==> src/ic_cfg.svh <==
// cache geometry; sets and line bytes must be powers of two, the lfsr taps assume 8 bits
`ifndef IC_CFG_SVH
`define IC_CFG_SVH

////////////////////
// address and fetch
////////////////////

// physical address width, top bit selects the uncached region
`define IC_ADDR_W 32

// one fetch word
`define IC_FETCH_W 32

////////////////////
// geometry
////////////////////

// bytes per line, a refill carries one full line
`define IC_LINE_BYTES 16

// associativity
`define IC_WAYS 2

// sets per way
`define IC_SETS 16

// replacement lfsr
`define IC_LFSR_W 8

`endif

==> src/ic_pkg.sv <==
// shared cache types; field widths are derived from the cfg macros, nothing here is tunable
`default_nettype none

`include "ic_cfg.svh"

package ic_pkg;

  // address split: tag | index | offset
  localparam int IC_LINE_W    = `IC_LINE_BYTES * 8;
  localparam int IC_OFF_W     = $clog2(`IC_LINE_BYTES);
  localparam int IC_IDX_W     = $clog2(`IC_SETS);
  localparam int IC_TAG_W     = `IC_ADDR_W - IC_IDX_W - IC_OFF_W;
  // words per line and the offset bits that pick one
  localparam int IC_WORDS     = IC_LINE_W / `IC_FETCH_W;
  localparam int IC_WSEL_W    = $clog2(IC_WORDS);
  localparam int IC_BYTE_W    = IC_OFF_W - IC_WSEL_W;
  localparam int IC_WAY_IDX_W = (`IC_WAYS > 1) ? $clog2(`IC_WAYS) : 1;

  // controller states
  typedef enum logic [1:0] {
    FLUSH,
    IDLE,
    READ,
    MISS
  } ic_state_e;

  // one bit per way
  typedef logic [`IC_WAYS-1:0] ic_way_mask_t;

  // a line is written as one vector and read back word by word
  typedef union packed {
    logic [IC_LINE_W-1:0]                 flat;
    logic [IC_WORDS-1:0][`IC_FETCH_W-1:0] words;
  } ic_line_u;

  // lowest set bit of a way mask, 0 when empty
  function automatic logic [IC_WAY_IDX_W-1:0] ic_first_set(input ic_way_mask_t mask);
    logic [IC_WAY_IDX_W-1:0] idx;
    idx = '0;
    for (int w = `IC_WAYS - 1; w >= 0; w--) begin
      if (mask[w]) begin
        idx = IC_WAY_IDX_W'(w);
      end
    end
    return idx;
  endfunction

endpackage

`default_nettype wire

==> src/ic_lookup_if.sv <==
// lookup path between the cache blocks; array read data is only fresh in the cycle after rd_en
`timescale 1ns/1ps
`default_nettype none

`include "ic_cfg.svh"

interface ic_lookup_if (
  input logic clk_i,
  input logic rst_ni
);
  import ic_pkg::*;

  // decoded fetch address
  logic [IC_TAG_W-1:0] tag;
  logic [IC_IDX_W-1:0] index;
  logic [IC_OFF_W-1:0] offset;
  logic                nc;

  // array control from the FSM
  logic                rd_en;
  logic                wr_en;
  logic                flush_en;
  logic [IC_IDX_W-1:0] flush_idx;

  // array read results with one entry per way
  logic [`IC_WAYS-1:0][IC_TAG_W-1:0] tag_rdata;
  ic_way_mask_t                      vld_rdata;
  ic_line_u [`IC_WAYS-1:0]           line_rdata;

  // compare result
  logic hit;

  modport decode (output tag, index, offset, nc);
  modport ctrl   (input nc, hit, output rd_en, wr_en, flush_en, flush_idx);
  modport store  (input rd_en, wr_en, flush_en, flush_idx, tag, index,
                  output tag_rdata, vld_rdata, line_rdata);
  modport select (input clk_i, rst_ni, tag, offset, nc, tag_rdata, vld_rdata, line_rdata,
                  output hit);

endinterface

`default_nettype wire

==> src/ic_ctrl.sv <==
// one fetch in flight; flush_i is deferred to IDLE and enabling always goes through a full flush
`timescale 1ns/1ps
`default_nettype none

`include "ic_cfg.svh"

module ic_ctrl (
  input  logic      clk_i,
  input  logic      rst_ni,
  input  logic      en_i,
  input  logic      flush_i,
  input  logic      req_i,
  output logic      ready_o,
  output logic      valid_o,
  output logic      miss_o,
  output logic      mem_req_o,
  input  logic      mem_ack_i,
  input  logic      mem_rtrn_vld_i,
  output logic      accept_o,
  output logic      cache_en_o,
  ic_lookup_if.ctrl lk
);
  import ic_pkg::*;

  ic_state_e           state_d, state_q;
  logic                cache_en_d, cache_en_q;
  logic                flush_d, flush_q;
  logic [IC_IDX_W-1:0] flush_cnt_q;
  logic                flush_done;

  // last set of the sweep
  assign flush_done   = (flush_cnt_q == IC_IDX_W'(`IC_SETS - 1));
  assign lk.flush_idx = flush_cnt_q;
  assign accept_o     = ready_o & req_i;
  assign cache_en_o   = cache_en_q;

  always_comb begin
    state_d    = state_q;
    // dropping en_i disables right away, enabling waits for a flush
    cache_en_d = cache_en_q & en_i;
    flush_d    = flush_q | flush_i;
    ready_o    = 1'b0;
    valid_o    = 1'b0;
    miss_o     = 1'b0;
    mem_req_o  = 1'b0;
    lk.rd_en    = 1'b0;
    lk.wr_en    = 1'b0;
    lk.flush_en = 1'b0;

    unique case (state_q)
      // clear one set per cycle
      FLUSH: begin
        lk.flush_en = 1'b1;
        if (flush_done) begin
          state_d    = IDLE;
          flush_d    = 1'b0;
          cache_en_d = en_i;
        end
      end
      // pending flush or a rising en_i win over new fetches
      IDLE: begin
        if (flush_d || (en_i && !cache_en_q)) begin
          state_d = FLUSH;
        end else begin
          ready_o = 1'b1;
          if (req_i) begin
            lk.rd_en = 1'b1;
            state_d  = READ;
          end
        end
      end
      // compare cycle; a hit may take the next fetch right away
      READ: begin
        if (lk.hit) begin
          valid_o = 1'b1;
          state_d = IDLE;
          if (!flush_d) begin
            ready_o = 1'b1;
            if (req_i) begin
              lk.rd_en = 1'b1;
              state_d  = READ;
            end
          end
        end else begin
          // a miss or uncached fetch holds the request until ack
          mem_req_o = 1'b1;
          if (mem_ack_i) begin
            // perf counter only sees real misses
            miss_o  = ~lk.nc;
            state_d = MISS;
          end
        end
      end
      // refill returns in a single cycle
      MISS: begin
        if (mem_rtrn_vld_i) begin
          valid_o  = 1'b1;
          lk.wr_en = ~lk.nc;
          state_d  = IDLE;
        end
      end
      default: begin
        state_d = FLUSH;
      end
    endcase
  end

  always_ff @(posedge clk_i or negedge rst_ni) begin
    if (!rst_ni) begin
      state_q     <= FLUSH;
      cache_en_q  <= 1'b0;
      flush_q     <= 1'b0;
      flush_cnt_q <= '0;
    end else begin
      state_q    <= state_d;
      cache_en_q <= cache_en_d;
      flush_q    <= flush_d;
      // wraps back to set 0 after the last set
      if (lk.flush_en) begin
        flush_cnt_q <= flush_cnt_q + 1'b1;
      end
    end
  end

  // no memory traffic while the arrays are being cleared
  a_state_legal: assert property (
    @(posedge clk_i) disable iff (!rst_ni)
    (state_q inside {FLUSH, IDLE, READ, MISS}) && !(state_q == FLUSH && mem_req_o)
  ) else $error("icache ctrl: illegal state or request during flush");

endmodule

`default_nettype wire

==> src/flat_wrapper.sv <==
// flat-port wrapper written by rule: the top's interface ports become plain ports
module ic_ctrl_flat import ic_pkg::*;
  (clk_i, rst_ni, en_i, flush_i, req_i, ready_o, valid_o, miss_o, mem_req_o, mem_ack_i, mem_rtrn_vld_i, accept_o, cache_en_o, lk_nc, lk_hit, lk_rd_en, lk_wr_en, lk_flush_en, lk_flush_idx);
  ic_lookup_if lk_i (.clk_i(clk_i), .rst_ni(rst_ni));
  input  logic clk_i;
  input  logic rst_ni;
  input  logic en_i;
  input  logic flush_i;
  input  logic req_i;
  output logic ready_o;
  output logic valid_o;
  output logic miss_o;
  output logic mem_req_o;
  input  logic mem_ack_i;
  input  logic mem_rtrn_vld_i;
  output logic accept_o;
  output logic cache_en_o;
  input wire logic [$bits(lk_i.nc)-1:0] lk_nc;
  input wire logic [$bits(lk_i.hit)-1:0] lk_hit;
  output wire logic [$bits(lk_i.rd_en)-1:0] lk_rd_en;
  output wire logic [$bits(lk_i.wr_en)-1:0] lk_wr_en;
  output wire logic [$bits(lk_i.flush_en)-1:0] lk_flush_en;
  output wire logic [$bits(lk_i.flush_idx)-1:0] lk_flush_idx;
  assign lk_i.nc = lk_nc;
  assign lk_i.hit = lk_hit;
  assign lk_rd_en = lk_i.rd_en;
  assign lk_wr_en = lk_i.wr_en;
  assign lk_flush_en = lk_i.flush_en;
  assign lk_flush_idx = lk_i.flush_idx;
  ic_ctrl u_core (.clk_i(clk_i), .rst_ni(rst_ni), .en_i(en_i), .flush_i(flush_i), .req_i(req_i), .ready_o(ready_o), .valid_o(valid_o), .miss_o(miss_o), .mem_req_o(mem_req_o), .mem_ack_i(mem_ack_i), .mem_rtrn_vld_i(mem_rtrn_vld_i), .accept_o(accept_o), .cache_en_o(cache_en_o), .lk(lk_i));
endmodule
==> config.mk <==
export PLATFORM = sky130hd
export DESIGN_NAME = ic_ctrl_flat
export DESIGN_NICKNAME = d
export VERILOG_FILES = /design/src/ic_pkg.sv /design/src/ic_lookup_if.sv /design/src/ic_ctrl.sv /design/src/flat_wrapper.sv
export VERILOG_INCLUDE_DIRS = /design/src
export SDC_FILE = /design/constraint.sdc
export NUM_CORES = 1
export LEC_CHECK = 0
export ABC_AREA = 1
export BUFFER_PORTS_ARGS = -buffer_cell sky130_fd_sc_hd__buf_2
export CORE_AREA = 2 2 39 41
export CTS_BUF_LIST = sky130_fd_sc_hd__clkbuf_16
export DETAILED_ROUTE_END_ITERATION = 6
export DIE_AREA = 0 0 41 43
export PLACE_DENSITY = 0.68
export SYNTH_ARGS = -nofsm -noshare
export SYNTH_HDL_FRONTEND = slang
export SYNTH_SLANG_ARGS = --single-unit
export TNS_END_PERCENT = 1
==> constraint.sdc <==
create_clock -name clk_i -period 1.6 [get_ports clk_i]
set_input_delay 0.08 -clock clk_i [delete_from_list [all_inputs] [get_ports clk_i]]
set_output_delay 0.08 -clock clk_i [all_outputs]
set_load 0.05 [all_outputs]
-- Word-level counts from Yosys, hierarchy flattened
Index checks and enable logic that the tools add are counted.
- add/subtract/negate cells: 1
- equality and inequality tests: 8
- muxes and demuxes: 33
- bitwise gates (word level): 4
- reductions and logical operators: 5
- operator list (kind ; number):
    $mux 1 ; 21
    $mux 2 ; 8
    $pmux 2 s4 ; 1
    $pmux 1 s2 ; 3
    $add 4x1->4 const B ; 1
    $eq 2x2->1 const B ; 2
    $eq 4x4->1 const B ; 1
    $reduce_and 4->1 ; 1
    $ne 3x2->1 const B ; 1
    $ne 3x3->1 const B ; 1
    $and 1x1->1 ; 2
    $eq 2x1->1 const B ; 1
    $logic_not 2->1 ; 1
    $ne 2x1->1 const B ; 1
    $ne 2x2->1 const B ; 1
    $logic_and 1x1->1 ; 1
    $logic_not 1->1 ; 1
    $logic_or 1x1->1 ; 1
    $not 1->1 ; 1
    $or 1x1->1 ; 1
- register bits after elaboration: 8
- input port bits: 9
- output and inout port bits: 13
- word-level logic and storage cells: 55

-- Longest topological paths before layout
- depth in word-level cells: 6
- depth in mapped cells: 8
- depth with buffers taken out: 8

-- Least setup slack after synthesis
Ideal clock, no wire load.
- path type: register to output
- from: reg u_core.state_q[0]
- to: out miss_o
- arrival time: 2005 ps
- required time: 1520 ps
- setup slack: -485 ps
- stages on the path, launching flop included: 8
- path buffers: 0
- cell sequence: dfrtp_1 > inv_1 > ha_1 > inv_1 > or2_1 > inv_1 > nand2_1 > nor2_1
- longest elaborated chain between the ends: 2
- RTL lines (what ; line ; text):
    from (decl) ; ic_ctrl.sv:25 ; ic_state_e state_d, state_q;
    from (signal assigned) ; ic_ctrl.sv:115 ; state_q <= state_d;
    $eq 2x2->1 ; ic_ctrl.sv:50 ; unique case (state_q)
    $mux 1 ; ic_ctrl.sv:50 ;
    to (decl) ; flat_wrapper.sv:12 ; output logic miss_o;
Every way passes these cells.

-- Worst setup path in the final report
Same ends and word-level chain as after synthesis.

==> impl_metrics.ini <==
[finish]
postLayoutCellArea_um2 = 848
utilization_pct = 61.3
antennaDiodeCount = 0
drive_above_1_share_pct = 47.8
final_nets = 106
area_growth_pct = 62.6

[power]
power_density_nw_per_um2 = 1790
p_comb_share_pct = 48.4
pwr-share-seq_pct = 24.3
switching_share_pct = 43.8
power.switching_mw = 0.666
power_frac_clock_pct = 27.3
p_int_mw = 0.855
power_leakage_nw = 0.393
p_total_mw = 1.52
peakVddDrop_uv = 994

[setup_path]
worstPathCellList = inv_2 > ha_4 > inv_2 > or2_4 > clkinvlp_4 > nand2_2 > nor2_4 > buf_8
arrival_ns = 1.52
rrSetupSlack_ns = 0.18
critPathKind = reg2out
cpPeakStageDelay_ns = 0.39
critPathRequiredTime_ns = 1.52
crit_top_cell = inv_2
cp-end-kind = output pin
r2r_start = u_core.state_q[1]
crit_path_top_delay_cell = dfrtp_1
critPathLaunch = u_core.state_q[0]
start_kind = flip-flop
worst-path-max-fanout = 3

[clock_network]
clk_latency_ns = 0.23
numClockSinks = 8
cts_inserted_buffers = 3
clk_pin_slew_ns = 0.04
h-tree-depth = 1
cts_tree = yes
cts_root_buffer = clkbuf_16
max-clock-path-buffers = 2

[yosys]
synth_edf_count = 0
synth.area.mux_share_pct = 2.16
yosys-top-cells-area = dfrtp_1 (38%), ha_1 (12%), nand2_1 (7.9%)
ys_ff_latch = 8
synth_fp_nets = 76
ys_seq_area_share_pct = 38.4
ys.flop_type = dfrtp_1
synth-simple-area-share_pct = 25.7
async_flop_share_pct = 100
synth_top_area_share_pct = 38.4
ys.warnings.count = 0
synthDistinctLibCells = 21
synthTopCellsByCount = nand2_1 (11), inv_1 (9), dfrtp_1 (8), nand3_1 (6), ha_1 (5)
syn_inst = 62
synth.most_common_cell = nand2_1
syn_area_per_cell_um2 = 8.42
synthAdderAreaFrac_pct = 12.0
synth_top_family_by_area = simple AND/OR/NAND/NOR gates
yosys.area.top_type = dfrtp_1
synth_compound_area_share_pct = 10.3
syn-cell-area_um2 = 522
synth_xor_area_share_pct = 5.04

[placed_design]
dpl_cell_area_um2 = 676
io_buffers = 21
dp_hpwl_um = 838
gp_congestion = 0.682

[timing]
final-setup-viol-count = 1
hold_viol = 0
fin_ws_ns = -0.00420
timing.slew.headroom_pct = 83.4
tightest_slew_ns = 0.250
layout_min_cycle_time_ns = 1.60
grt_setup_unrepaired = true
max_freq_ghz = 0.623
final_max_slew_viol_count = 0
layout_worst_path_cycle_share_pct = 100
skew_ns = 0.000535

[route]
vias = 523
ant_nets = 0
drtIter0Drc = 6
drt_wl_total_mm = 1.13
first_pass_iters = 4
drt-vias-per-instance = 4.93
drt-wirelength-per-cell_um = 10.6
drc_errors = 0

[global_routing]
antenna_found_initial = 0
overflow = 0
grt_pass1_wl_mm = 1.86
grt_max_degree = 9
grt_pass1_vias = 502
track_usage_pct = 16.1

[status]
status = finished, violations left
violations = setup timing

[floorplan]
core-area_um2 = 1380
row_count = 14
dieArea_um2 = 1760
fp.dieW_um = 41
die_h_um = 43
ios = 22
start_util_pct = 37.7

[worst_hold_path]
hp-class = in2reg
min-delay-start = flush_i

[run]
cap_violations = 0
[placed cells by master, fill, tap and decap left out, drive strengths merged]
master / synthesis / routed
nor2: 5 / 5
dlygate4sd3: 0 / 1
dfrtp: 8 / 8
nand2: 11 / 11
xor2: 2 / 2
a21boi: 1 / 1
and2: 2 / 2
or2: 1 / 1
nand4: 2 / 2
clkbuf: 0 / 5
o21a: 1 / 1
o22ai: 1 / 1
clkinvlp: 0 / 1
a21oi: 2 / 2
nand3: 6 / 6
xnor2: 1 / 1
nor3: 1 / 1
inv: 9 / 8
ha: 5 / 5
mux2: 1 / 1
o21ai: 3 / 3
buf: 0 / 22
[critical path, delay by kind of cell, from the launching register on]
family / cells / cell delay, ns
flops: 1 / 0.39
simple gates: 3 / 0.40
fa+ha+maj: 1 / 0.15
buf+inv: 4 / 0.35
[area by class of cell]
type,instances,area [um^2]
fill,120,536
multi-input combinational,45,343
sequential,8,200
timing repair buffer,25,173
clock buffer,3,75.1
inverter,9,37.5
tap,16,20.0
[per-layer routing]
metal | GRT usage [%] | part of all wire (%) | up-vias
met2 | 26.6 | 50 | 21
met4 | 12.0 | 2.7 | 0
li1 | - | - | 261
met5 | 0 | 0 | -
met3 | 3.14 | 7.2 | 2
met1 | 16.5 | 39 | 239
[sequential cells by signal (all words and copies together), names as in the netlist]
signal,count
u_core.flush_q,1
u_core.state_q,2
u_core.lk.flush_idx,4
u_core.cache_en_o,1
[stage by stage]
stage                     instances  setup slack [ns]  hold slack, ns   TNS, ns
final                           106          -0.00420           0.110  -0.00420
after floorplan                  62            -0.121          -0.216    -0.376
after CTS                       105          -0.00798           0.112   -0.0146
after global routing            106           -0.0645           0.117    -0.159
after detailed placement        100            0.0749         -0.0690         0
after global placement          100             0.127         -0.0710         0
[timing repair]
action	4_1_cts	5_1_grt
pin swaps	0	2
endpoints found under the hold margin	8	0
resized for setup	9	13
setup endpoints to repair	5	5
hold buffers	1	0
buffers inserted	1	1
[final timing paths]
kind,endpoint,depth (start not counted)
max,miss_o,8
min,u_core.flush_q,2
max reg2reg,u_core.state_q[0],8
min reg2reg,u_core.lk.flush_idx[3],1
max in group asynchronous,u_core.state_q[1],2
min in group asynchronous,u_core.lk.flush_idx[2],2
[cells by family after synthesis]
| family | Yosys count |
|---|---|
| AO/OA/AOI/OAI | 8 |
| XOR/XNOR | 3 |
| adder cells (fa/ha/maj) | 5 |
| buffers and inverters | 9 |
| flip-flops | 8 |
| multiplexers | 1 |
| AND/OR/NAND/NOR | 28 |
[power groups by stage]
stage,clock (mW),sequential [mW],combinational (mW)
finish,0.415,0.370,0.736
global route,0.435,0.384,0.809
CTS,0.423,0.369,0.695
detailed placement,0,0.368,0.687
global placement,0,0.364,0.682
floorplan,0,0.562,0.326
No activity file was read; power rests on OpenSTA's default activity.
