--- src/ic_cfg.svh ---
// cache geometry; sets and line bytes must be powers of two, the lfsr taps assume 8 bits
`ifndef IC_CFG_SVH
`define IC_CFG_SVH

////////////////////
// address and fetch
////////////////////

// physical address width, top bit selects the uncached region
`define IC_ADDR_W 32

// one fetch word
`define IC_FETCH_W 32

////////////////////
// geometry
////////////////////

// bytes per line, a refill carries one full line
`define IC_LINE_BYTES 16

// associativity
`define IC_WAYS 2

// sets per way
`define IC_SETS 16

// replacement lfsr
`define IC_LFSR_W 8

`endif

--- src/ic_pkg.sv ---
// shared cache types; field widths are derived from the cfg macros, nothing here is tunable
`default_nettype none

`include "ic_cfg.svh"

package ic_pkg;

  // address split: tag | index | offset
  localparam int IC_LINE_W    = `IC_LINE_BYTES * 8;
  localparam int IC_OFF_W     = $clog2(`IC_LINE_BYTES);
  localparam int IC_IDX_W     = $clog2(`IC_SETS);
  localparam int IC_TAG_W     = `IC_ADDR_W - IC_IDX_W - IC_OFF_W;
  // words per line and the offset bits that pick one
  localparam int IC_WORDS     = IC_LINE_W / `IC_FETCH_W;
  localparam int IC_WSEL_W    = $clog2(IC_WORDS);
  localparam int IC_BYTE_W    = IC_OFF_W - IC_WSEL_W;
  localparam int IC_WAY_IDX_W = (`IC_WAYS > 1) ? $clog2(`IC_WAYS) : 1;

  // controller states
  typedef enum logic [1:0] {
    FLUSH,
    IDLE,
    READ,
    MISS
  } ic_state_e;

  // one bit per way
  typedef logic [`IC_WAYS-1:0] ic_way_mask_t;

  // a line is written as one vector and read back word by word
  typedef union packed {
    logic [IC_LINE_W-1:0]                 flat;
    logic [IC_WORDS-1:0][`IC_FETCH_W-1:0] words;
  } ic_line_u;

  // lowest set bit of a way mask, 0 when empty
  function automatic logic [IC_WAY_IDX_W-1:0] ic_first_set(input ic_way_mask_t mask);
    logic [IC_WAY_IDX_W-1:0] idx;
    idx = '0;
    for (int w = `IC_WAYS - 1; w >= 0; w--) begin
      if (mask[w]) begin
        idx = IC_WAY_IDX_W'(w);
      end
    end
    return idx;
  endfunction

endpackage

`default_nettype wire

--- src/ic_lookup_if.sv ---
// lookup path between the cache blocks; array read data is only fresh in the cycle after rd_en
`timescale 1ns/1ps
`default_nettype none

`include "ic_cfg.svh"

interface ic_lookup_if (
  input logic clk_i,
  input logic rst_ni
);
  import ic_pkg::*;

  // decoded fetch address
  logic [IC_TAG_W-1:0] tag;
  logic [IC_IDX_W-1:0] index;
  logic [IC_OFF_W-1:0] offset;
  logic                nc;

  // array control from the FSM
  logic                rd_en;
  logic                wr_en;
  logic                flush_en;
  logic [IC_IDX_W-1:0] flush_idx;

  // array read results with one entry per way
  logic [`IC_WAYS-1:0][IC_TAG_W-1:0] tag_rdata;
  ic_way_mask_t                      vld_rdata;
  ic_line_u [`IC_WAYS-1:0]           line_rdata;

  // compare result
  logic hit;

  modport decode (output tag, index, offset, nc);
  modport ctrl   (input nc, hit, output rd_en, wr_en, flush_en, flush_idx);
  modport store  (input rd_en, wr_en, flush_en, flush_idx, tag, index,
                  output tag_rdata, vld_rdata, line_rdata);
  modport select (input clk_i, rst_ni, tag, offset, nc, tag_rdata, vld_rdata, line_rdata,
                  output hit);

endinterface

`default_nettype wire

--- src/ic_hit_select.sv ---
// purely combinational; uncached fetches never hit, so a refill word wins whenever hit is low
`timescale 1ns/1ps
`default_nettype none

`include "ic_cfg.svh"

module ic_hit_select (
  input  ic_pkg::ic_line_u          rtrn_line_i,
  output logic [`IC_FETCH_W-1:0]    data_o,
  ic_lookup_if.select               lk
);
  import ic_pkg::*;

  logic                    cmp_en;
  ic_way_mask_t            hit_vec;
  logic [IC_WAY_IDX_W-1:0] hit_idx;
  logic [IC_WSEL_W-1:0]    wsel;

  // compare only counts for cacheable fetches
  assign cmp_en = ~lk.nc;

  always_comb begin
    for (int w = 0; w < `IC_WAYS; w++) begin
      hit_vec[w] = cmp_en & lk.vld_rdata[w] & (lk.tag_rdata[w] == lk.tag);
    end
  end

  assign hit_idx = ic_first_set(hit_vec);
  assign lk.hit  = |hit_vec;

  // word within the line
  assign wsel = lk.offset[IC_OFF_W-1 -: IC_WSEL_W];

  // uncached words are placed at their line offset by memory too
  assign data_o = lk.hit ? lk.line_rdata[hit_idx].words[wsel] : rtrn_line_i.words[wsel];

  // a line is only ever allocated on a miss, so no tag can sit in two ways
  a_hit_onehot: assert property (
    @(posedge lk.clk_i) disable iff (!lk.rst_ni) cmp_en |-> $onehot0(hit_vec)
  ) else $error("icache select: tag hit in more than one way");

endmodule

`default_nettype wire

--- src/flat_wrapper.sv ---
// flat-port wrapper written by rule: the top's interface ports become plain ports
module ic_hit_select_flat import ic_pkg::*;
  (rtrn_line_i, data_o, clk_i, rst_ni, lk_tag, lk_offset, lk_nc, lk_tag_rdata, lk_vld_rdata, lk_line_rdata, lk_hit);
  ic_lookup_if lk_i (.clk_i(clk_i), .rst_ni(rst_ni));
  input  ic_pkg::ic_line_u rtrn_line_i;
  output logic [`IC_FETCH_W-1:0] data_o;
  input wire logic clk_i;
  input wire logic rst_ni;
  input wire logic [$bits(lk_i.tag)-1:0] lk_tag;
  input wire logic [$bits(lk_i.offset)-1:0] lk_offset;
  input wire logic [$bits(lk_i.nc)-1:0] lk_nc;
  input wire logic [$bits(lk_i.tag_rdata)-1:0] lk_tag_rdata;
  input wire logic [$bits(lk_i.vld_rdata)-1:0] lk_vld_rdata;
  input wire logic [$bits(lk_i.line_rdata)-1:0] lk_line_rdata;
  output wire logic [$bits(lk_i.hit)-1:0] lk_hit;
  assign lk_i.tag = lk_tag;
  assign lk_i.offset = lk_offset;
  assign lk_i.nc = lk_nc;
  assign lk_i.tag_rdata = lk_tag_rdata;
  assign lk_i.vld_rdata = lk_vld_rdata;
  assign lk_i.line_rdata = lk_line_rdata;
  assign lk_hit = lk_i.hit;
  ic_hit_select u_core (.rtrn_line_i(rtrn_line_i), .data_o(data_o), .lk(lk_i));
endmodule
--- config.mk ---
export PLATFORM = sky130hd
export DESIGN_NAME = ic_hit_select_flat
export DESIGN_NICKNAME = d
export VERILOG_FILES = /design/src/ic_pkg.sv /design/src/ic_lookup_if.sv /design/src/ic_hit_select.sv /design/src/flat_wrapper.sv
export VERILOG_INCLUDE_DIRS = /design/src
export SDC_FILE = /design/constraint.sdc
export NUM_CORES = 1
export LEC_CHECK = 0
export ABC_AREA = 0
export BUFFER_PORTS_ARGS = -buffer_cell sky130_fd_sc_hd__buf_2
export CAP_MARGIN = 20
export CORE_AREA = 2 2 192 194
export DETAILED_ROUTE_END_ITERATION = 16
export DIE_AREA = 0 0 194 196
export SLEW_MARGIN = 10
export SYNTH_ARGS = -nofsm -noshare
export SYNTH_HDL_FRONTEND = slang
export SYNTH_SLANG_ARGS = --single-unit
export TNS_END_PERCENT = 1
--- constraint.sdc ---
create_clock -name vclk -period 7.31
set_input_delay 0.731 -clock vclk [all_inputs]
set_output_delay 0.731 -clock vclk [all_outputs]
set_load 0.1 [all_outputs]
======== Word level (Yosys, flattened, before mapping) ========
Index checks and enable logic that the tools add are counted.
storage, ports and cells
  memory bits (read-only) ................. 0
  word-level logic and storage cells ...... 19
  bits in registers ....................... 0
  output and inout port bits .............. 33
  memories ................................ 0
  bits in latches ......................... 0
  RAM bits ................................ 0
cells by class
  multipliers ............................. 0
  muxes and demuxes ....................... 9
  eq/ne operators ......................... 2
  bitwise operators ....................... 5
  add/subtract/negate cells ............... 0
  shift operators ......................... 0
  $lt $le $gt $ge ......................... 2
  divide/modulo/power cells ............... 0
  reduce and logical (&&, ||, !) cells .... 1
operator list
  kind                                                         count
  two-way mux 128 bit                                          2
  binary-select mux 32 bit (select 2 bit)                      2
  two-way mux 32 bit                                           3
  == test 24 bit                                               2
  bitwise AND 1 bit                                            4
  less-than comparator 2 x 3 -> 1 bit (second input constant)  1
  less-than comparator 1 x 2 -> 1 bit (second input constant)  1
  two-way mux 1 bit                                            2
  OR reduction 2 bit                                           1
  inverter 1 bit                                               1

======== Logic depth before layout (Yosys ltp) ========
Gate-level depths: netlist of the first run.
  depth in word-level cells ............... 10
  depth in mapped cells ................... 10

======== Least setup slack after synthesis of the first run ========
No wires, ideal clock.
  path type ............................... input-to-output
  from .................................... input lk_tag[4]
  to ...................................... output data_o[22]
  required time ........................... 6.579 ns
  cell stages on the path ................. 9
  path buffers ............................ 3
  arrival ................................. 4.352 ns
  path slack .............................. 2.227 ns
  cell sequence ........................... xnor2_1 > nand4_1 > nor3_1 > nand2_1 > buf_2 > o31ai_1 > buf_2 > buf_1 > a31oi_1
between the ends
  elaborated cells between the ends (all ways) .. 12
  those cells by class .................... eq/ne: 2; mux: 7; bitwise: 2; reduce/logical: 1
RTL lines
  what                  line                 text
  from (decl)           flat_wrapper.sv:9    input wire logic [$bits(lk_i.tag)-1:0] lk_tag;
  == test 24 bit        ic_hit_select.sv:24  hit_vec[w] = cmp_en & lk.vld_rdata[w] & (lk.tag_rdata[w] == lk.tag);
  bitwise AND 1 bit     ic_hit_select.sv:24
  OR reduction 2 bit *  ic_hit_select.sv:29  assign lk.hit = |hit_vec;
  via lk_hit            flat_wrapper.sv:15   output wire logic [$bits(lk_i.hit)-1:0] lk_hit;
  two-way mux 32 bit *  ic_hit_select.sv:35  assign data_o = lk.hit ? lk.line_rdata[hit_idx].words[wsel] : rtrn_line_i.words[wsel];
  to (decl)             flat_wrapper.sv:6    output logic [`IC_FETCH_W-1:0] data_o;
The timed path passes the listed nets; every way through them passes the cells marked *. The select of a mux whose other input is x is not followed.

======== Worst setup path after layout of the first run ========
  from .................................... input lk_tag[2]
  to ...................................... output data_o[10]
between the ends
  word-level cells in the longest chain between the ends .. 9
  elaborated cells between the ends (all ways) .. 12
  those cells by class .................... eq/ne: 2; mux: 7; bitwise: 2; reduce/logical: 1
ends and longest elaborated chain
  what                                                     line                 text
  == test 24 bit                                           ic_hit_select.sv:24
  bitwise AND 1 bit                                        ic_hit_select.sv:24
  two-way mux 1 bit (2 in series)                          ic_pkg.sv:41         if (mask[w]) begin
  two-way mux 128 bit (not written as such) (2 in series)  ic_hit_select.sv:35
  binary-select mux 32 bit (select 2 bit)                  ic_hit_select.sv:35
  two-way mux 32 bit (not written as such)                 ic_hit_select.sv:35
  two-way mux 32 bit *                                     ic_hit_select.sv:35
Mark *: on every way between the ends. The rest lies on a longest branch, timed or not. The select of a mux whose other input is x is not followed.

==> results.json, run 1 <==
{
  "timing.critical_path.required_ps": 6580,
  "fin_cells": 1400,
  "dp_slack_ps": 2330,
  "cp.arrival_ps": 4200,
  "worstHoldStart": "lk_line_rdata[145]",
  "synth_simple_gate_area_share_pct": 9.17,
  "critPathMaxStageDelay_ps": 680,
  "design.portCount": 498,
  "maximum_number_of_pins_on_one_net_before_global_route_repair": 68,
  "final-max-slew-violation-count": 0,
  "die_w_um": 194,
  "synth_nets": 946,
  "worst_path_dominant_cell_family": "buffers and inverters",
  "cts_post_setup_buffers_inserted": 0,
  "ant_nets": 0,
  "drt_pre_antenna_iters": 4,
  "core_um2": 36100,
  "layout-drive-gt1-share_pct": 62.4,
  "power_density_cells_nw_per_um2": 70.5,
  "cp_num_buf_inv": 4,
  "fp.dieH_um": 196,
  "finalNetCount": 1398,
  "routedLengthMet1_um": 10100,
  "crit_path_cell_trace": "buf_2 -> xnor2_1 -> nand4_1 -> nor4_4 -> buf_4 -> nand2_2 -> o31ai_4 -> buf_4 -> nor2_1 -> a31oi_1 -> buf_2",
  "worst_hold_path.endpoint": "data_o[17]",
  "grt_setup_unrepaired": "no",
  "setup.worst_path.start_class": "input port",
  "initialDrtViolationCount": 197,
  "final.period_utilization_pct": 67.4,
  "cp-end-kind": "output port",
  "track_usage_pct": 12.2,
  "start_util_pct": 11.2,
  "maxCapViolCount": 0,
  "post_cts.resized_instances": 0,
  "post_synth_num_cell_types": 34,
  "num_vias": 6021,
  "worstMarginPinSlew_ps": 1030,
  "total_power_uw": 491,
  "top_layer_used": "met5",
  "grt_pass1_wl_um": 35700,
  "synth_fa_ha_area_share_pct": 0,
  "dr_wl_met2_um": 12500,
  "gpl.final_weighted_congestion": 0.883,
  "timing.hold.worst.class": "in2out",
  "sequential_cell_total": 0,
  "final-setup-viol-count": 0,
  "synth_compound_gate_area_share_pct": 31.5,
  "detail_route.wirelength_um": 25400,
  "post-place-cells": 1399,
  "fin_util_pct": 19.3,
  "hold_ws_ps": 2130,
  "crit_slowest_cell": "sky130_fd_sc_hd__nand2_2",
  "timing.critical_path.depth": 11,
  "max-vdd-ir-drop_uv": 39.4,
  "synth.yosys.seq_area_share_pct": 0,
  "design.die.area_um2": 38000,
  "vias_per_cell": 4.30,
  "min_period_ps": 4930,
  "finalHoldViolCount": 0,
  "setup_tns_ps": 0,
  "io_buffers": 494,
  "place_hpwl_um": 21400,
  "synth.cell_area_um2": 4040,
  "cts_hold_repair.buffers": 0,
  "max-slew-margin-rel_pct": 30.9,
  "result_of_the_run": "finished, final reports clean",
  "wire_length_on_met3_um": 2120,
  "synth-xor-area-share_pct": 10.4,
  "wl_per_cell_um": 18.1,
  "dpl_cell_area_um2": 6960,
  "yosys_warnings": 0,
  "sequential_cell_area_um2": 0,
  "total_leakage_power_nw": 3.33,
  "final_area_um2": 6970,
  "total_grt_overflow": 0,
  "synthesis.instances": 481,
  "crit_type": "in2out",
  "synth_top_family_by_area": "multiplexers",
  "synth.mux.area_fraction_pct": 42.6,
  "maxClockFrequency_ghz": 0.203,
  "area_delta_synth_final_pct": 72.4,
  "worst_slack_ps": 2380,
  "drc": 0,
  "num_rows": 70,
  "timing.hold.worst_path_depth": 5,
  "crit_path_max_fanout": 38,
  "num-clock-buffers": 0,
  "antenna_found_initial": 4,
  "grt_pass1_vias": 5969,
  "synthesis.area_per_instance_um2": 8.40
}
[tightest hold or removal path, stage by stage]
cell and delay, ps:
sky130_fd_sc_hd__buf_2 100, sky130_fd_sc_hd__a21oi_1 110, sky130_fd_sc_hd__a211o_1 100, sky130_fd_sc_hd__a31oi_1 70, sky130_fd_sc_hd__buf_2 280
[cell families after synthesis]
group                     after synthesis
and+or+nand+nor                        79
buffers and inverters                  57
muxes                                 128
AOI/OAI and AO/OA                     169
xor gates and xnor gates               48
[synthesized netlist by cell type]
master / count / area [um^2]
sky130_fd_sc_hd__a2111oi_4: 1 / 27.5
sky130_fd_sc_hd__a211o_1: 32 / 280
sky130_fd_sc_hd__a211oi_1: 4 / 30.0
sky130_fd_sc_hd__a21boi_0: 4 / 30.0
sky130_fd_sc_hd__a21oi_1: 35 / 175
sky130_fd_sc_hd__a31oi_1: 29 / 181
sky130_fd_sc_hd__a31oi_2: 3 / 37.5
sky130_fd_sc_hd__a41o_1: 28 / 280
sky130_fd_sc_hd__and2_1: 1 / 6.26
sky130_fd_sc_hd__and3_1: 1 / 6.26
sky130_fd_sc_hd__buf_1: 5 / 18.8
sky130_fd_sc_hd__buf_2: 9 / 45.0
sky130_fd_sc_hd__buf_6: 4 / 45.0
sky130_fd_sc_hd__clkbuf_1: 37 / 139
sky130_fd_sc_hd__clkinv_1: 1 / 3.75
sky130_fd_sc_hd__inv_1: 1 / 3.75
sky130_fd_sc_hd__mux2_2: 32 / 360
sky130_fd_sc_hd__mux2i_1: 64 / 641
sky130_fd_sc_hd__mux4_2: 32 / 721
sky130_fd_sc_hd__nand2_1: 27 / 101
sky130_fd_sc_hd__nand3_1: 2 / 10.0
sky130_fd_sc_hd__nand3b_1: 1 / 7.51
sky130_fd_sc_hd__nand4_1: 6 / 37.5
sky130_fd_sc_hd__nor2_1: 33 / 124
sky130_fd_sc_hd__nor3_1: 1 / 5.00
sky130_fd_sc_hd__nor3b_1: 1 / 7.51
sky130_fd_sc_hd__nor4_1: 3 / 18.8
sky130_fd_sc_hd__nor4_2: 2 / 25.0
sky130_fd_sc_hd__nor4_4: 1 / 21.3
sky130_fd_sc_hd__o211ai_1: 25 / 188
sky130_fd_sc_hd__o21ai_0: 7 / 35.0
sky130_fd_sc_hd__o31ai_1: 1 / 7.51
sky130_fd_sc_hd__xnor2_1: 27 / 236
sky130_fd_sc_hd__xor2_1: 21 / 184
[routing by layer]
layer	global-route usage, %	up-vias
met1	15.0	2773
met4	3.00	4
met3	1.81	30
met5	0	-
li1	-	2836
met2	22.2	378
[layout by cell type, fill, tap and decap left out, drive strengths merged]
cell type  netlist  routed
a211o           32      32
a211oi           4       4
o211ai          25      25
nand3b           1       1
nand2           27      27
o31ai            1       1
mux4            32      32
a2111oi          1       1
nor3             1       1
mux2            32      32
inv              1       2
a41o            28      28
nor2            33      33
xnor2           27      27
xor2            21      21
nand4            6       6
mux2i           64      64
o21ai            7       7
nand3            2       2
a31oi           32      32
and3             1       1
a21oi           35      35
nor3b            1       1
nor4             6       6
and2             1       1
buf             18     505
diode            0       1
a21boi           4       4
[cell type report]
class	count	area, um^2
Fill cell	4101	29100
Multi-Input combinational cell	424	3810
Timing Repair Buffer	505	2560
Tap cell	468	586
Inverter	2	7.51
Antenna cell	1	2.50
[worst max-delay path by stage]
stage	startpoint	slack (ps)	endpoint
after detailed placement	lk_tag[2]	2330	data_o[10]
final	lk_tag[2]	2380	data_o[10]
after floorplan	lk_tag[4]	2230	data_o[22]
after global placement	lk_tag[2]	2310	data_o[10]
after CTS	lk_tag[2]	2310	data_o[10]
after global routing	lk_tag[11]	2160	data_o[10]
[report_power, final]
group | total, mW | leakage, nW | switching [mW] | internal [mW]
registers | 0 | 0 | 0 | 0
clock network | 0.0000000183 | 0.00000634 | 0 | 0.0000000183
logic | 0.491 | 3.33 | 0.292 | 0.198
(Power assumes the default switching activity.)
==> run 2, diff against run 1 <==
--- a/config.mk
+++ b/config.mk
@@ -9,9 +9,9 @@
 export ABC_AREA = 0
 export BUFFER_PORTS_ARGS = -buffer_cell sky130_fd_sc_hd__buf_2
 export CAP_MARGIN = 20
-export CORE_AREA = 2 2 192 194
+export CORE_AREA = 2 2 195 197
 export DETAILED_ROUTE_END_ITERATION = 16
-export DIE_AREA = 0 0 194 196
+export DIE_AREA = 0 0 197 199
 export SLEW_MARGIN = 10
 export SYNTH_ARGS = -nofsm -noshare
 export SYNTH_HDL_FRONTEND = slang
==> constraint.sdc (replaced) <==
create_clock -name vclk -period 4.6
set_input_delay 0.46 -clock vclk [all_inputs]
set_output_delay 0.46 -clock vclk [all_outputs]
set_load 0.1 [all_outputs]
==> run 2 against run 1 <==
Combinational power increased by 83%. Routed wire length increased by 4.0%. Hold slack got worse by 610 ps. Power increased by 83%. Setup slack got worse by 1600 ps. Clock-buffer cell count unchanged. Global-route usage decreased by 0.16 points. Die area increased by 3.1%. Final area increased by 8.2%. Critical path depth decreased by 1. Non-clock buffer count increased by 6. Highest routed layer is now met4.
==> results.json, run 2 (same netlist as run 1, synthesis figures left out) <==
{
  "min_period_ps": 3790,
  "maximum_number_of_pins_on_one_net_before_global_route_repair": 62,
  "final-max-slew-violation-count": 0,
  "crit_path_max_fanout": 17,
  "combPwrFrac_pct": 100.0,
  "max-slew-margin-rel_pct": 41.7,
  "p_clk_share_pct": 0,
  "design.portCount": 498,
  "area_delta_synth_final_pct": 86.6,
  "num_rows": 71,
  "maxClockFrequency_ghz": 0.264,
  "post_cts.resized_instances": 0,
  "timing.hold.worst.class": "in2out",
  "die_w_um": 197,
  "cts_post_setup_buffers_inserted": 0,
  "sequential_cell_total": 0,
  "start_util_pct": 10.9,
  "hold_ws_ps": 1530,
  "total_power_uw": 897,
  "place_hpwl_um": 22400,
  "finalHoldViolCount": 0,
  "gpl.final_weighted_congestion": 0.880,
  "antenna_found_initial": 4,
  "most-common-layout-cells": "sky130_fd_sc_hd__buf_2, sky130_fd_sc_hd__mux2i_1, sky130_fd_sc_hd__a21oi_1, sky130_fd_sc_hd__buf_12",
  "detail_route.wirelength_um": 26400,
  "final.period_utilization_pct": 82.4,
  "io_buffers": 494,
  "sequential_cell_area_um2": 0,
  "final-setup-viol-count": 0,
  "total_grt_overflow": 0,
  "ant_nets": 0,
  "maxCapViolCount": 0,
  "most_common_cell_after_layout_fill_and_taps_aside": "sky130_fd_sc_hd__buf_2",
  "total_leakage_power_nw": 3.54,
  "post-place-cells": 1411,
  "cp-end-kind": "output port",
  "setup.worst_path.start_class": "input port",
  "vias_per_cell": 4.36,
  "wl_per_cell_um": 18.7,
  "fin_cells": 1414,
  "power_density_cells_nw_per_um2": 119,
  "track_usage_pct": 12.1,
  "share_seq_of_total_power_pct": 0,
  "max-vdd-ir-drop_uv": 57.9,
  "sw_frac_of_total_pct": 54.9,
  "design.die.area_um2": 39200,
  "result_of_the_run": "finished, final reports clean",
  "initialDrtViolationCount": 324,
  "fp.dieH_um": 199,
  "num_vias": 6160,
  "worstMarginPinSlew_ps": 875,
  "crit_type": "in2out",
  "grt_pass1_wl_um": 35500,
  "worst_slack_ps": 808,
  "cp.arrival_ps": 3330,
  "grt_pass1_vias": 6050,
  "intPower_uw": 405,
  "drt_pre_antenna_iters": 4,
  "dp_slack_ps": 832,
  "cts_hold_repair.buffers": 0,
  "finalNetCount": 1404,
  "layout-drive-gt1-share_pct": 62.6,
  "grt_setup_unrepaired": "no",
  "timing.critical_path.required_ps": 4140,
  "setup_tns_ps": 0,
  "total_switching_power_uw": 492,
  "drc": 0,
  "num-clock-buffers": 0,
  "core_um2": 37100
}
[run 2: final cells by class]
cell class	count	area [um^2]
Inverter	2	7.51
Antenna cell	3	7.51
Fill cell	4153	29600
Timing Repair Buffer	511	3120
Multi-Input combinational cell	424	3810
Tap cell	474	593
[run 2: per-layer routing]
layer / part of all wire, % / global-route usage [%]
met5: 0 / 0
met4: 3.3 / 3.90
met3: 8.5 / 1.75
met2: 49 / 21.5
met1: 40 / 14.9
[run 2: stage by stage]
stage	area, um^2	util (%)
final	7540	20.3
after global routing	7530	20.3
after CTS	7530	20.3
after detailed placement	7530	20.3
after global placement	7530	20.3
after floorplan	4040	-
[run 2: worst max-delay path, stage by stage]
cell and delay, ps:
sky130_fd_sc_hd__buf_2 110, sky130_fd_sc_hd__xnor2_1 360, sky130_fd_sc_hd__nand4_1 200, sky130_fd_sc_hd__nor4_4 410, sky130_fd_sc_hd__buf_4 330, sky130_fd_sc_hd__and2_1 280
sky130_fd_sc_hd__a211oi_1 140, sky130_fd_sc_hd__a211o_1 380, sky130_fd_sc_hd__a31oi_1 410, sky130_fd_sc_hd__buf_12 230
[run 2: worst paths after layout]
path,startpoint,end,depth (start not counted)
min,lk_line_rdata[159],data_o[31],5
max,lk_tag[22],data_o[2],10
[run 2: power by group through the flow]
stage          registers, mW  logic [mW]  clock network [mW]
6_report                   0       0.897        0.0000000873
5_1_grt                    0       0.946        0.0000000291
4_1_cts                    0       0.903                   0
3_5_place_dp               0       0.900                   0
3_3_place_gp               0       0.890                   0
2_1_floorplan              0       0.475                   0
